### config.mk
export PLATFORM = sky130hd
export DESIGN_NAME = qbank_top
export DESIGN_NICKNAME = d
export VERILOG_FILES = /design/src/design/qbank_pkg.sv /design/src/design/qbank_top.sv /design/src/design/qbank_drain_arb.sv /design/src/design/qbank_dispatch.sv /design/src/design/qbank_fifo.sv /design/src/design/qbank_fifo_ctrl.sv
export VERILOG_INCLUDE_DIRS = /design/src /design/src/design
export SDC_FILE = /design/constraint.sdc
export NUM_CORES = 1
export LEC_CHECK = 0
export ABC_AREA = 1
export BUFFER_PORTS_ARGS = -buffer_cell sky130_fd_sc_hd__buf_2
export CAP_MARGIN = 30
export CORE_ASPECT_RATIO = 0.5
export CORE_MARGIN = 5
export CORE_UTILIZATION = 35
export DETAILED_ROUTE_END_ITERATION = 8
export GPL_ROUTABILITY_DRIVEN = 0
export SYNTH_ARGS = -nofsm -noshare
export SYNTH_HDL_FRONTEND = slang
export SYNTH_SLANG_ARGS = --single-unit
### constraint.sdc
create_clock -name i_clk -period 8.1 [get_ports i_clk]
set_input_delay 1.62 -clock i_clk [delete_from_list [all_inputs] [get_ports i_clk]]
set_output_delay 1.62 -clock i_clk [all_outputs]
set_load 0.01 [all_outputs]
### src/design/qbank_consts.svh
//**************************************************
// queue bank sizing macros.
// channel count, depth, data width, almost-full level.
//**************************************************
`ifndef QBANK_CONSTS_SVH
`define QBANK_CONSTS_SVH

// number of fifo channels.
`define QB_CHANNELS 4

`define QB_DEPTH 8     // words per fifo, output register included.

`define QB_DATA_W 16   // data word width.

`define QB_AF_LEVEL 6  // almost-full at or above this count.

`endif
### src/design/qbank_pkg.sv
//**************************************************
// queue bank shared types.
// data, channel and count types, opcode and slot enums.
//**************************************************
`include "qbank_consts.svh"

package qbank_pkg;

  // one data word.
  typedef logic [`QB_DATA_W-1:0] qb_data_t;

  typedef logic [1:0] qb_chan_t;  // channel number.

  // word count, 0 to depth inclusive.
  typedef logic [$clog2(`QB_DEPTH+1)-1:0] qb_count_t;

  // input command opcode.
  typedef enum logic {
    OP_PUSH  = 1'b0,
    OP_FLUSH = 1'b1
  } qb_op_e;

  // output slot state of the drain arbiter.
  typedef enum logic {
    SLOT_EMPTY = 1'b0,
    SLOT_FULL  = 1'b1
  } qb_slot_e;

endpackage

### src/design/qbank_top.sv
//**************************************************
// queue bank top level.
// dispatcher, four fifo channels and drain arbiter.
//**************************************************
`timescale 1ns/10ps
`include "qbank_consts.svh"

module qbank_top import qbank_pkg::*; (
  input  logic                    i_clk,
  input  logic                    i_rst_n,
  input  logic                    i_in_valid,
  output logic                    o_in_ready,
  input  qb_op_e                  i_in_op,
  input  qb_chan_t                i_in_chan,
  input  qb_data_t                i_in_data,
  output logic                    o_out_valid,
  input  logic                    i_out_ready,
  output qb_chan_t                o_out_chan,
  output qb_data_t                o_out_data,
  output logic [`QB_CHANNELS-1:0] o_almost_full
);

  logic [`QB_CHANNELS-1:0] push;
  logic [`QB_CHANNELS-1:0] flush;
  logic [`QB_CHANNELS-1:0] pop;
  logic [`QB_CHANNELS-1:0] empty;
  logic [`QB_CHANNELS-1:0] full;
  qb_data_t                fifo_data [`QB_CHANNELS];

  qbank_dispatch u_dispatch (
    .i_in_valid (i_in_valid),
    .i_in_op    (i_in_op),
    .i_in_chan  (i_in_chan),
    .o_in_ready (o_in_ready),
    .i_full     (full),
    .o_push     (push),
    .o_flush    (flush)
  );

  // input data fans out, the push strobe picks the channel.
  for (genvar ch = 0; ch < `QB_CHANNELS; ch++) begin : g_fifo
    qbank_fifo u_fifo (
      .i_clk         (i_clk),
      .i_rst_n       (i_rst_n),
      .i_push        (push[ch]),
      .i_pop         (pop[ch]),
      .i_flush       (flush[ch]),
      .i_data        (i_in_data),
      .o_data        (fifo_data[ch]),
      .o_empty       (empty[ch]),
      .o_full        (full[ch]),
      .o_almost_full (o_almost_full[ch])
    );
  end

  qbank_drain_arb u_arb (
    .i_clk       (i_clk),
    .i_rst_n     (i_rst_n),
    .i_empty     (empty),
    .i_fifo_data (fifo_data),
    .o_pop       (pop),
    .o_out_valid (o_out_valid),
    .i_out_ready (i_out_ready),
    .o_out_chan  (o_out_chan),
    .o_out_data  (o_out_data)
  );

endmodule

### src/design/qbank_drain_arb.sv
//**************************************************
// round-robin drain arbiter.
// pops non-empty fifos into one registered output slot.
//**************************************************
`timescale 1ns/10ps
`include "qbank_consts.svh"

module qbank_drain_arb import qbank_pkg::*; (
  input  logic                    i_clk,
  input  logic                    i_rst_n,
  input  logic [`QB_CHANNELS-1:0] i_empty,
  input  qb_data_t                i_fifo_data [`QB_CHANNELS],
  output logic [`QB_CHANNELS-1:0] o_pop,
  output logic                    o_out_valid,
  input  logic                    i_out_ready,
  output qb_chan_t                o_out_chan,
  output qb_data_t                o_out_data
);

  qb_slot_e slot_state;
  qb_chan_t last_grant;
  qb_chan_t win;
  logic     found;
  logic     can_load;
  logic     grant;

  // search from the channel after the last grant, wrapping.
  always_comb begin
    qb_chan_t cand;
    found = 1'b0;
    win   = last_grant;
    for (int i = 1; i <= `QB_CHANNELS; i++) begin
      cand = qb_chan_t'(last_grant + i);
      if (!found && !i_empty[cand]) begin
        found = 1'b1;
        win   = cand;
      end
    end
  end

  assign can_load = (slot_state == SLOT_EMPTY) || i_out_ready;  // empty or leaving now.
  assign grant    = found && can_load;

  always_comb begin
    o_pop = '0;
    if (grant) begin
      o_pop[win] = 1'b1;
    end
  end

  always_ff @(posedge i_clk or negedge i_rst_n) begin
    if (!i_rst_n) begin
      slot_state <= SLOT_EMPTY;
      last_grant <= qb_chan_t'(`QB_CHANNELS - 1);  // channel 0 goes first.
    end else if (grant) begin
      slot_state <= SLOT_FULL;
      last_grant <= win;
    end else if (i_out_ready) begin
      slot_state <= SLOT_EMPTY;
    end
  end

  // slot payload, held while the consumer stalls.
  always_ff @(posedge i_clk) begin
    if (grant) begin
      o_out_chan <= win;
      o_out_data <= i_fifo_data[win];
    end
  end

  assign o_out_valid = (slot_state == SLOT_FULL);

endmodule

### src/design/qbank_dispatch.sv
//**************************************************
// input command dispatcher.
// per-channel push and flush strobes, input ready.
//**************************************************
`timescale 1ns/10ps
`include "qbank_consts.svh"

module qbank_dispatch import qbank_pkg::*; (
  input  logic                    i_in_valid,
  input  qb_op_e                  i_in_op,
  input  qb_chan_t                i_in_chan,
  output logic                    o_in_ready,
  input  logic [`QB_CHANNELS-1:0] i_full,
  output logic [`QB_CHANNELS-1:0] o_push,
  output logic [`QB_CHANNELS-1:0] o_flush
);

  logic is_push;
  logic push_blocked;

  assign is_push      = (i_in_op == OP_PUSH);
  assign push_blocked = is_push && i_full[i_in_chan];  // target fifo full.

  // flush is always taken.
  assign o_in_ready = !push_blocked;

  always_comb begin
    o_push  = '0;
    o_flush = '0;
    if (i_in_valid) begin
      if (is_push) begin
        // the full check lives here only.
        o_push[i_in_chan] = !push_blocked;
      end else begin
        o_flush[i_in_chan] = 1'b1;
      end
    end
  end

endmodule

### src/design/qbank_fifo.sv
//**************************************************
// one fifo channel.
// controller, storage array and registered head word.
//**************************************************
`timescale 1ns/10ps
`include "qbank_consts.svh"

module qbank_fifo import qbank_pkg::*; (
  input  logic     i_clk,
  input  logic     i_rst_n,
  input  logic     i_push,
  input  logic     i_pop,
  input  logic     i_flush,
  input  qb_data_t i_data,
  output qb_data_t o_data,
  output logic     o_empty,
  output logic     o_full,
  output logic     o_almost_full
);

  localparam int RAM_WORDS = `QB_DEPTH - 1;

  logic [2:0] write_ptr;
  logic [2:0] read_ptr;
  logic       write_to_ff;
  logic       write_to_ram;
  logic       read_from_ram;
  qb_data_t   mem [RAM_WORDS];
  qb_data_t   ram_rd_data;

  qbank_fifo_ctrl u_ctrl (
    .i_clk           (i_clk),
    .i_rst_n         (i_rst_n),
    .i_push          (i_push),
    .i_pop           (i_pop),
    .i_flush         (i_flush),
    .o_empty         (o_empty),
    .o_full          (o_full),
    .o_almost_full   (o_almost_full),
    .o_word_count    (),
    .o_write_ptr     (write_ptr),
    .o_read_ptr      (read_ptr),
    .o_write_to_ff   (write_to_ff),
    .o_write_to_ram  (write_to_ram),
    .o_read_from_ram (read_from_ram)
  );

  // storage, written at the tail.
  always_ff @(posedge i_clk) begin
    if (write_to_ram) begin
      mem[write_ptr] <= i_data;
    end
  end

  assign ram_rd_data = mem[read_ptr];  // async read at the next-to-head slot.

  // head word register.
  always_ff @(posedge i_clk or negedge i_rst_n) begin
    if (!i_rst_n) begin
      o_data <= '0;
    end else if (i_flush) begin
      o_data <= '0;
    end else if (write_to_ff) begin
      o_data <= i_data;
    end else if (read_from_ram) begin
      o_data <= ram_rd_data;
    end
  end

endmodule

### src/design/qbank_fifo_ctrl.sv
//**************************************************
// fifo controller with count, pointers and flags.
// steers words between storage and output register.
//**************************************************
`timescale 1ns/10ps
`include "qbank_consts.svh"

module qbank_fifo_ctrl import qbank_pkg::*; (
  input  logic       i_clk,
  input  logic       i_rst_n,
  input  logic       i_push,
  input  logic       i_pop,
  input  logic       i_flush,
  output logic       o_empty,
  output logic       o_full,
  output logic       o_almost_full,
  output qb_count_t  o_word_count,
  output logic [2:0] o_write_ptr,
  output logic [2:0] o_read_ptr,
  output logic       o_write_to_ff,
  output logic       o_write_to_ram,
  output logic       o_read_from_ram
);

  // one word lives in the output register, the rest in storage.
  localparam int RAM_WORDS = `QB_DEPTH - 1;

  qb_count_t next_count;

  function automatic logic [2:0] ptr_inc(input logic [2:0] ptr);
    return (ptr == 3'(RAM_WORDS - 1)) ? 3'd0 : ptr + 3'd1;
  endfunction

  always_comb begin
    next_count      = o_word_count;
    o_write_to_ff   = 1'b0;
    o_write_to_ram  = 1'b0;
    o_read_from_ram = 1'b0;
    if (i_flush) begin
      next_count = '0;  // flush wins over push and pop.
    end else if (i_push && !i_pop) begin
      next_count = o_word_count + qb_count_t'(1);
      if (o_word_count == '0) begin
        o_write_to_ff = 1'b1;  // empty, bypass storage.
      end else begin
        o_write_to_ram = 1'b1;
      end
    end else if (!i_push && i_pop) begin
      next_count = o_word_count - qb_count_t'(1);
      o_read_from_ram = (o_word_count > qb_count_t'(1));  // refill head.
    end else if (i_push && i_pop) begin
      // last word leaving, new word goes straight to the head.
      if (o_word_count == qb_count_t'(1)) begin
        o_write_to_ff = 1'b1;
      end else begin
        o_write_to_ram  = 1'b1;
        o_read_from_ram = 1'b1;
      end
    end
  end

  always_ff @(posedge i_clk or negedge i_rst_n) begin
    if (!i_rst_n) begin
      o_word_count  <= '0;
      o_write_ptr   <= '0;
      o_read_ptr    <= '0;
      o_empty       <= 1'b1;
      o_full        <= 1'b0;
      o_almost_full <= 1'b0;
    end else begin
      o_word_count  <= next_count;
      o_empty       <= (next_count == '0);
      o_full        <= (next_count == qb_count_t'(`QB_DEPTH));
      o_almost_full <= (next_count >= qb_count_t'(`QB_AF_LEVEL));
      if (i_flush) begin
        o_write_ptr <= '0;
        o_read_ptr  <= '0;
      end else begin
        if (o_write_to_ram) begin
          o_write_ptr <= ptr_inc(o_write_ptr);
        end
        if (o_read_from_ram) begin
          o_read_ptr <= ptr_inc(o_read_ptr);
        end
      end
    end
  end

endmodule

==> flow_results.org <==
** Outcome
- Run status :: complete, no violations

** Global routing
- Largest net degree at the start of global routing :: 64
- The first global-routing pass estimated 103600 um of wire.
- Antenna violations before repair :: 2
- Total overflow reported by the global router :: 0
- Via count of the first global-routing pass :: 16610
- GRT Resource Usage Total :: 17.11%

** STA
- Worst-Margin Slew :: 1.030 ns
- The hold violation total from the final report is 0.
- Maximum achievable frequency :: 0.2325 GHz
- Worst path setup slack after routing :: 3.799 ns
- After layout, the minimum clock period comes to 4.301 ns.
- Setup repair after global routing missed its margin :: no
- Dividing the final minimum period by the clock period gives 53.10%.
- Setup violations remaining at the end of the flow were counted as 0.
- Worst relative slew slack :: 31.36%
- Setup TNS :: 0 ns
- On the final layout, the worst clock skew is 0.03323 ns.
- The max-slew violation total from the final report was 0.

** Clock tree
- After clock tree synthesis, the setup repair step added 0 buffers.
- The tree built by TritonCTS fans out to 585 sinks.
- Clock tree root buffer cell :: sky130_fd_sc_hd__clkbuf_16
- The number of clock buffers added by TritonCTS is 55.
- Insertion delay of the later-clocked pin in the worst-skew pair :: 0.63 ns
- Counting along the longest clock path gives a buffer depth of 3.
- Number of gates given a new drive strength after cts :: 0
- Clock-pin slew was measured on the worst setup and hold paths at 0.06 ns.
- Post-CTS Hold Buffers :: 0
- TritonCTS clock tree :: built
- The H-tree generated during clock tree synthesis spans 2 levels.

** Layout
- In the final layout, the share of cells above drive strength 1 is 10.16%.
- Nets@finish :: 2427
- Final instance count without filler cells :: 3405
- From synthesis to final layout, the design area changed by 11.82%.

** Routing
- Dividing the detail-routed wire length by the instance count gives 20.31 um.
- After detailed routing, the wire length on met1 is 30190 um.
- After detailed routing, the total wire length is 69170 um.
- Routed via count divided by cell count :: 5.153
- The highest layer touched by signal routing is met4.
- Number of search-and-repair iterations in the first detailed-routing pass :: 5
- The detailed router placed 17550 vias in this run.
- The detailed router finished its first iteration with 1757 violations.
- Routed length on met3 :: 4743 um
- In the routed design, unresolved DRC markers number 0.
- DRT antenna net count :: 0
- Summed over all nets, wire length on met2 after detailed routing comes to 31830 um.

** Setup path
- The number of cells on the worst reg-to-reg path is 15.
- At the worst endpoint, the required time is 8.42 ns.
- CP arrival :: 4.62 ns
- The worst setup path is launched from a primary input.
- The worst setup path is of the primary input to flop kind.
- Of all nets on the critical path, the largest fanout is 11.
- STA classifies the critical path endpoint as a flop.

** Die
- Number of cell rows :: 70
- Measured along the x axis, the die boundary spans 392.5 um.
- Die area :: 0.07898 mm^2
- Ports placed on the boundary :: 47
- In this run the vertical extent of the chip is 201.2 um.
- CORE AREA :: 0.07278 mm^2
- The initial utilization of the core area, before any placement, comes to 35.17%.

** Yosys
- For this run, the leading register cell type out of synthesis is sky130_fd_sc_hd__edfxtp_1.
- Post-Synthesis Net Count :: 2398
- Post-synth EDFFs :: 466
- Synthesis inferred 585 register bits.
- Cell count after synthesis :: 2359
- Yosys attributes the largest share of cell area to sky130_fd_sc_hd__edfxtp_1, sky130_fd_sc_hd__dfrtp_1, sky130_fd_sc_hd__nand2_1.
- Of all flip-flops after synthesis, the portion carrying an async set or reset was 20.34%.
- After synthesis, the netlist uses 55 different library cells.
- Leading cell types by count after synthesis :: sky130_fd_sc_hd__nand2_1, sky130_fd_sc_hd__edfxtp_1, sky130_fd_sc_hd__nand3_1
- Of the synthesized area, sequential elements account for 66.32%.
- Post-synthesis area per instance :: 10.85 um^2
- Most used standard cell by instance count after synthesis :: sky130_fd_sc_hd__nand2_1
- Proportion of netlist area held by the largest area contributor :: 54.66%
- Summing every instance area after synthesis gives 0.02560 mm^2.
- Of all cell types, the one taking the most synthesized area is sky130_fd_sc_hd__edfxtp_1.
- Warnings from Yosys :: 0

** Power and ir drop
- Proportion of power drawn by the clock network :: 24.7%
- Standby leakage power :: 11.12 nW
- Across the VDD grid, the largest voltage drop is 154.5 uV.
- Net switching is 39.35% of the power.
- Of the total power, registers draw 39.2%.
- Cell-internal power :: 0.006131 W
- Power per cell area :: 353.1 mW/mm^2
- Logic pwr share :: 36.1%
- Switching component of the power :: 0.003978 W

** Placement
- The count of buffers added on input and output ports is 46.
- Before CTS, the worst setup slack after placement is 3.296 ns.
- After legalization and detailed placement, the total HPWL measured 43150 um.
- Cell total after placement :: 3302

** Min path
- Class of the tightest hold or removal check :: flop to flop
- Counting instances, the worst hold path has a depth of 2.

** Flow run
- The tool flagged a number of max-cap violations equal to 0.
==> final timing paths <==
| check | slack [ns] | start | end |
|---|---|---|---|
| min | 0.47 | g_fifo[3].u_fifo.o_data[4] | g_fifo[3].u_fifo.o_data[4] |
| min in group asynchronous | 0.98 | i_rst_n | g_fifo[2].u_fifo.u_ctrl.o_word_count[3] |
| max in group asynchronous | 5.84 | i_rst_n | g_fifo[2].u_fifo.o_data[5] |
| max reg2reg | 3.93 | u_arb.last_grant[0] | g_fifo[2].u_fifo.mem[0][12] |
| max | 3.80 | i_in_chan[1] | g_fifo[1].u_fifo.mem[4][7] |
| min reg2reg | 0.47 | g_fifo[3].u_fifo.o_data[4] | g_fifo[3].u_fifo.o_data[4] |
==> cell type report <==
cell class | instances | area, um^2
Antenna cell | 2 | 5.005
Clock buffer | 69 | 1439
Clock inverter | 31 | 275.3
Fill cell | 6911 | 44160
Inverter | 125 | 471.7
Multi-Input combinational cell | 1535 | 7660
Sequential cell | 585 | 16980
Tap cell | 972 | 1216
Timing Repair Buffer | 86 | 580.6
==> through the flow <==
| step | utilization, % | hold WS (ns) | power, W | cell area [um^2] |
|---|---|---|---|---|
| detailed placement | 36.93 | 0.4602 | 0.007644 | 26880 |
| CTS | 39.29 | 0.4767 | 0.01015 | 28590 |
| floorplan | - | 0.4437 | 0.006452 | 25600 |
| global route | 39.33 | 0.4906 | 0.01072 | 28620 |
| finish | 39.33 | 0.4723 | 0.01011 | 28630 |
| global placement | 36.88 | 0.4587 | 0.007602 | 26840 |
==> critical path, stage by stage <==
cell	delay (ns)
sky130_fd_sc_hd__buf_2	0.12
sky130_fd_sc_hd__inv_1	0.04
sky130_fd_sc_hd__nand2_1	0.09
sky130_fd_sc_hd__inv_1	0.05
sky130_fd_sc_hd__a22oi_1	0.19
sky130_fd_sc_hd__nand4_1	0.15
sky130_fd_sc_hd__nor2_1	0.62
sky130_fd_sc_hd__inv_1	0.13
sky130_fd_sc_hd__a31oi_1	0.44
sky130_fd_sc_hd__nand2_2	0.20
sky130_fd_sc_hd__nor2_1	0.22
sky130_fd_sc_hd__inv_1	0.10
sky130_fd_sc_hd__nor3_2	0.41
sky130_fd_sc_hd__buf_6	0.24
==> layout by cell type (no fill, tap or decap), types with 5 or more instances in the layout <==
cell type | Yosys | final
sky130_fd_sc_hd__nor3_1 | 14 | 5
sky130_fd_sc_hd__edfxtp_1 | 466 | 466
sky130_fd_sc_hd__inv_1 | 113 | 113
sky130_fd_sc_hd__a21o_1 | 6 | 6
sky130_fd_sc_hd__o31a_1 | 9 | 9
sky130_fd_sc_hd__clkbuf_1 | 79 | 13
sky130_fd_sc_hd__nand2_4 | 10 | 10
sky130_fd_sc_hd__or2_2 | 5 | 5
sky130_fd_sc_hd__clkinv_1 | 6 | 17
sky130_fd_sc_hd__nor3_2 | 0 | 8
sky130_fd_sc_hd__o21ai_0 | 135 | 135
sky130_fd_sc_hd__xor2_1 | 5 | 5
sky130_fd_sc_hd__nand4_1 | 12 | 12
sky130_fd_sc_hd__inv_2 | 5 | 5
sky130_fd_sc_hd__nand3_1 | 197 | 197
sky130_fd_sc_hd__buf_2 | 9 | 45
sky130_fd_sc_hd__nand2_1 | 700 | 700
sky130_fd_sc_hd__o22a_1 | 10 | 10
sky130_fd_sc_hd__buf_4 | 10 | 37
sky130_fd_sc_hd__o32a_1 | 5 | 5
sky130_fd_sc_hd__nand3_4 | 5 | 5
sky130_fd_sc_hd__dfstp_2 | 6 | 6
sky130_fd_sc_hd__nand2_2 | 15 | 15
sky130_fd_sc_hd__nor2_1 | 140 | 140
sky130_fd_sc_hd__a22oi_1 | 27 | 27
sky130_fd_sc_hd__o221ai_1 | 28 | 28
sky130_fd_sc_hd__o22ai_1 | 11 | 11
sky130_fd_sc_hd__a21oi_1 | 87 | 87
sky130_fd_sc_hd__o211ai_1 | 25 | 25
sky130_fd_sc_hd__nor2_4 | 5 | 5
sky130_fd_sc_hd__clkbuf_16 | 0 | 55
sky130_fd_sc_hd__clkinv_2 | 0 | 8
sky130_fd_sc_hd__o21ai_1 | 21 | 21
sky130_fd_sc_hd__dfrtp_1 | 113 | 113
sky130_fd_sc_hd__ha_1 | 16 | 16
==> per-layer routing <==
layer,vias to the layer above,global-route usage (%)
li1,8313,-
met1,8545,23.84
met2,566,27.02
met3,121,2.979
met4,0,6.142
met5,-,0
==> power groups by stage <==
stage / Sequential, W / Combinational, W / Clock, W
after detailed placement: 0.00402 / 0.00363 / 0
final: 0.00396 / 0.00365 / 0.00250
after floorplan: 0.00388 / 0.00257 / 0
after global placement: 0.00401 / 0.00359 / 0
after CTS: 0.00396 / 0.00365 / 0.00254
after global routing: 0.00400 / 0.00405 / 0.00267
==> registers in the layout, summed over array words and instances (netlist names) <==
name / flops
u_arb.last_grant: 2
g_fifo.u_fifo.u_ctrl.o_read_ptr: 12
u_arb.o_out_valid: 1
g_fifo.u_fifo.mem: 448
g_fifo.u_fifo.u_ctrl.o_empty: 4
g_fifo.u_fifo.u_ctrl.o_word_count: 16
g_fifo.u_fifo.o_data: 64
g_fifo.u_fifo.u_ctrl.o_almost_full: 4
g_fifo.u_fifo.u_ctrl.o_full: 4
u_arb.o_out_chan: 2
u_arb.o_out_data: 16
g_fifo.u_fifo.u_ctrl.o_write_ptr: 12
==> cells by family (layout without fill, tap and decap cells) <==
group                      after synthesis  in the layout  synth area share, %
AOI/OAI and AO/OA                      387            387                9.369
xor gates and xnor gates                 9              9               0.3079
adders and majority gates               16             16               0.7820
buffers and inverters                  239            311                4.056
DFF                                    585            585                66.32
other                                    0              2                    0
and+or+nand+nor                       1123           1123                19.16
Power figures use the tool's default switching activity.
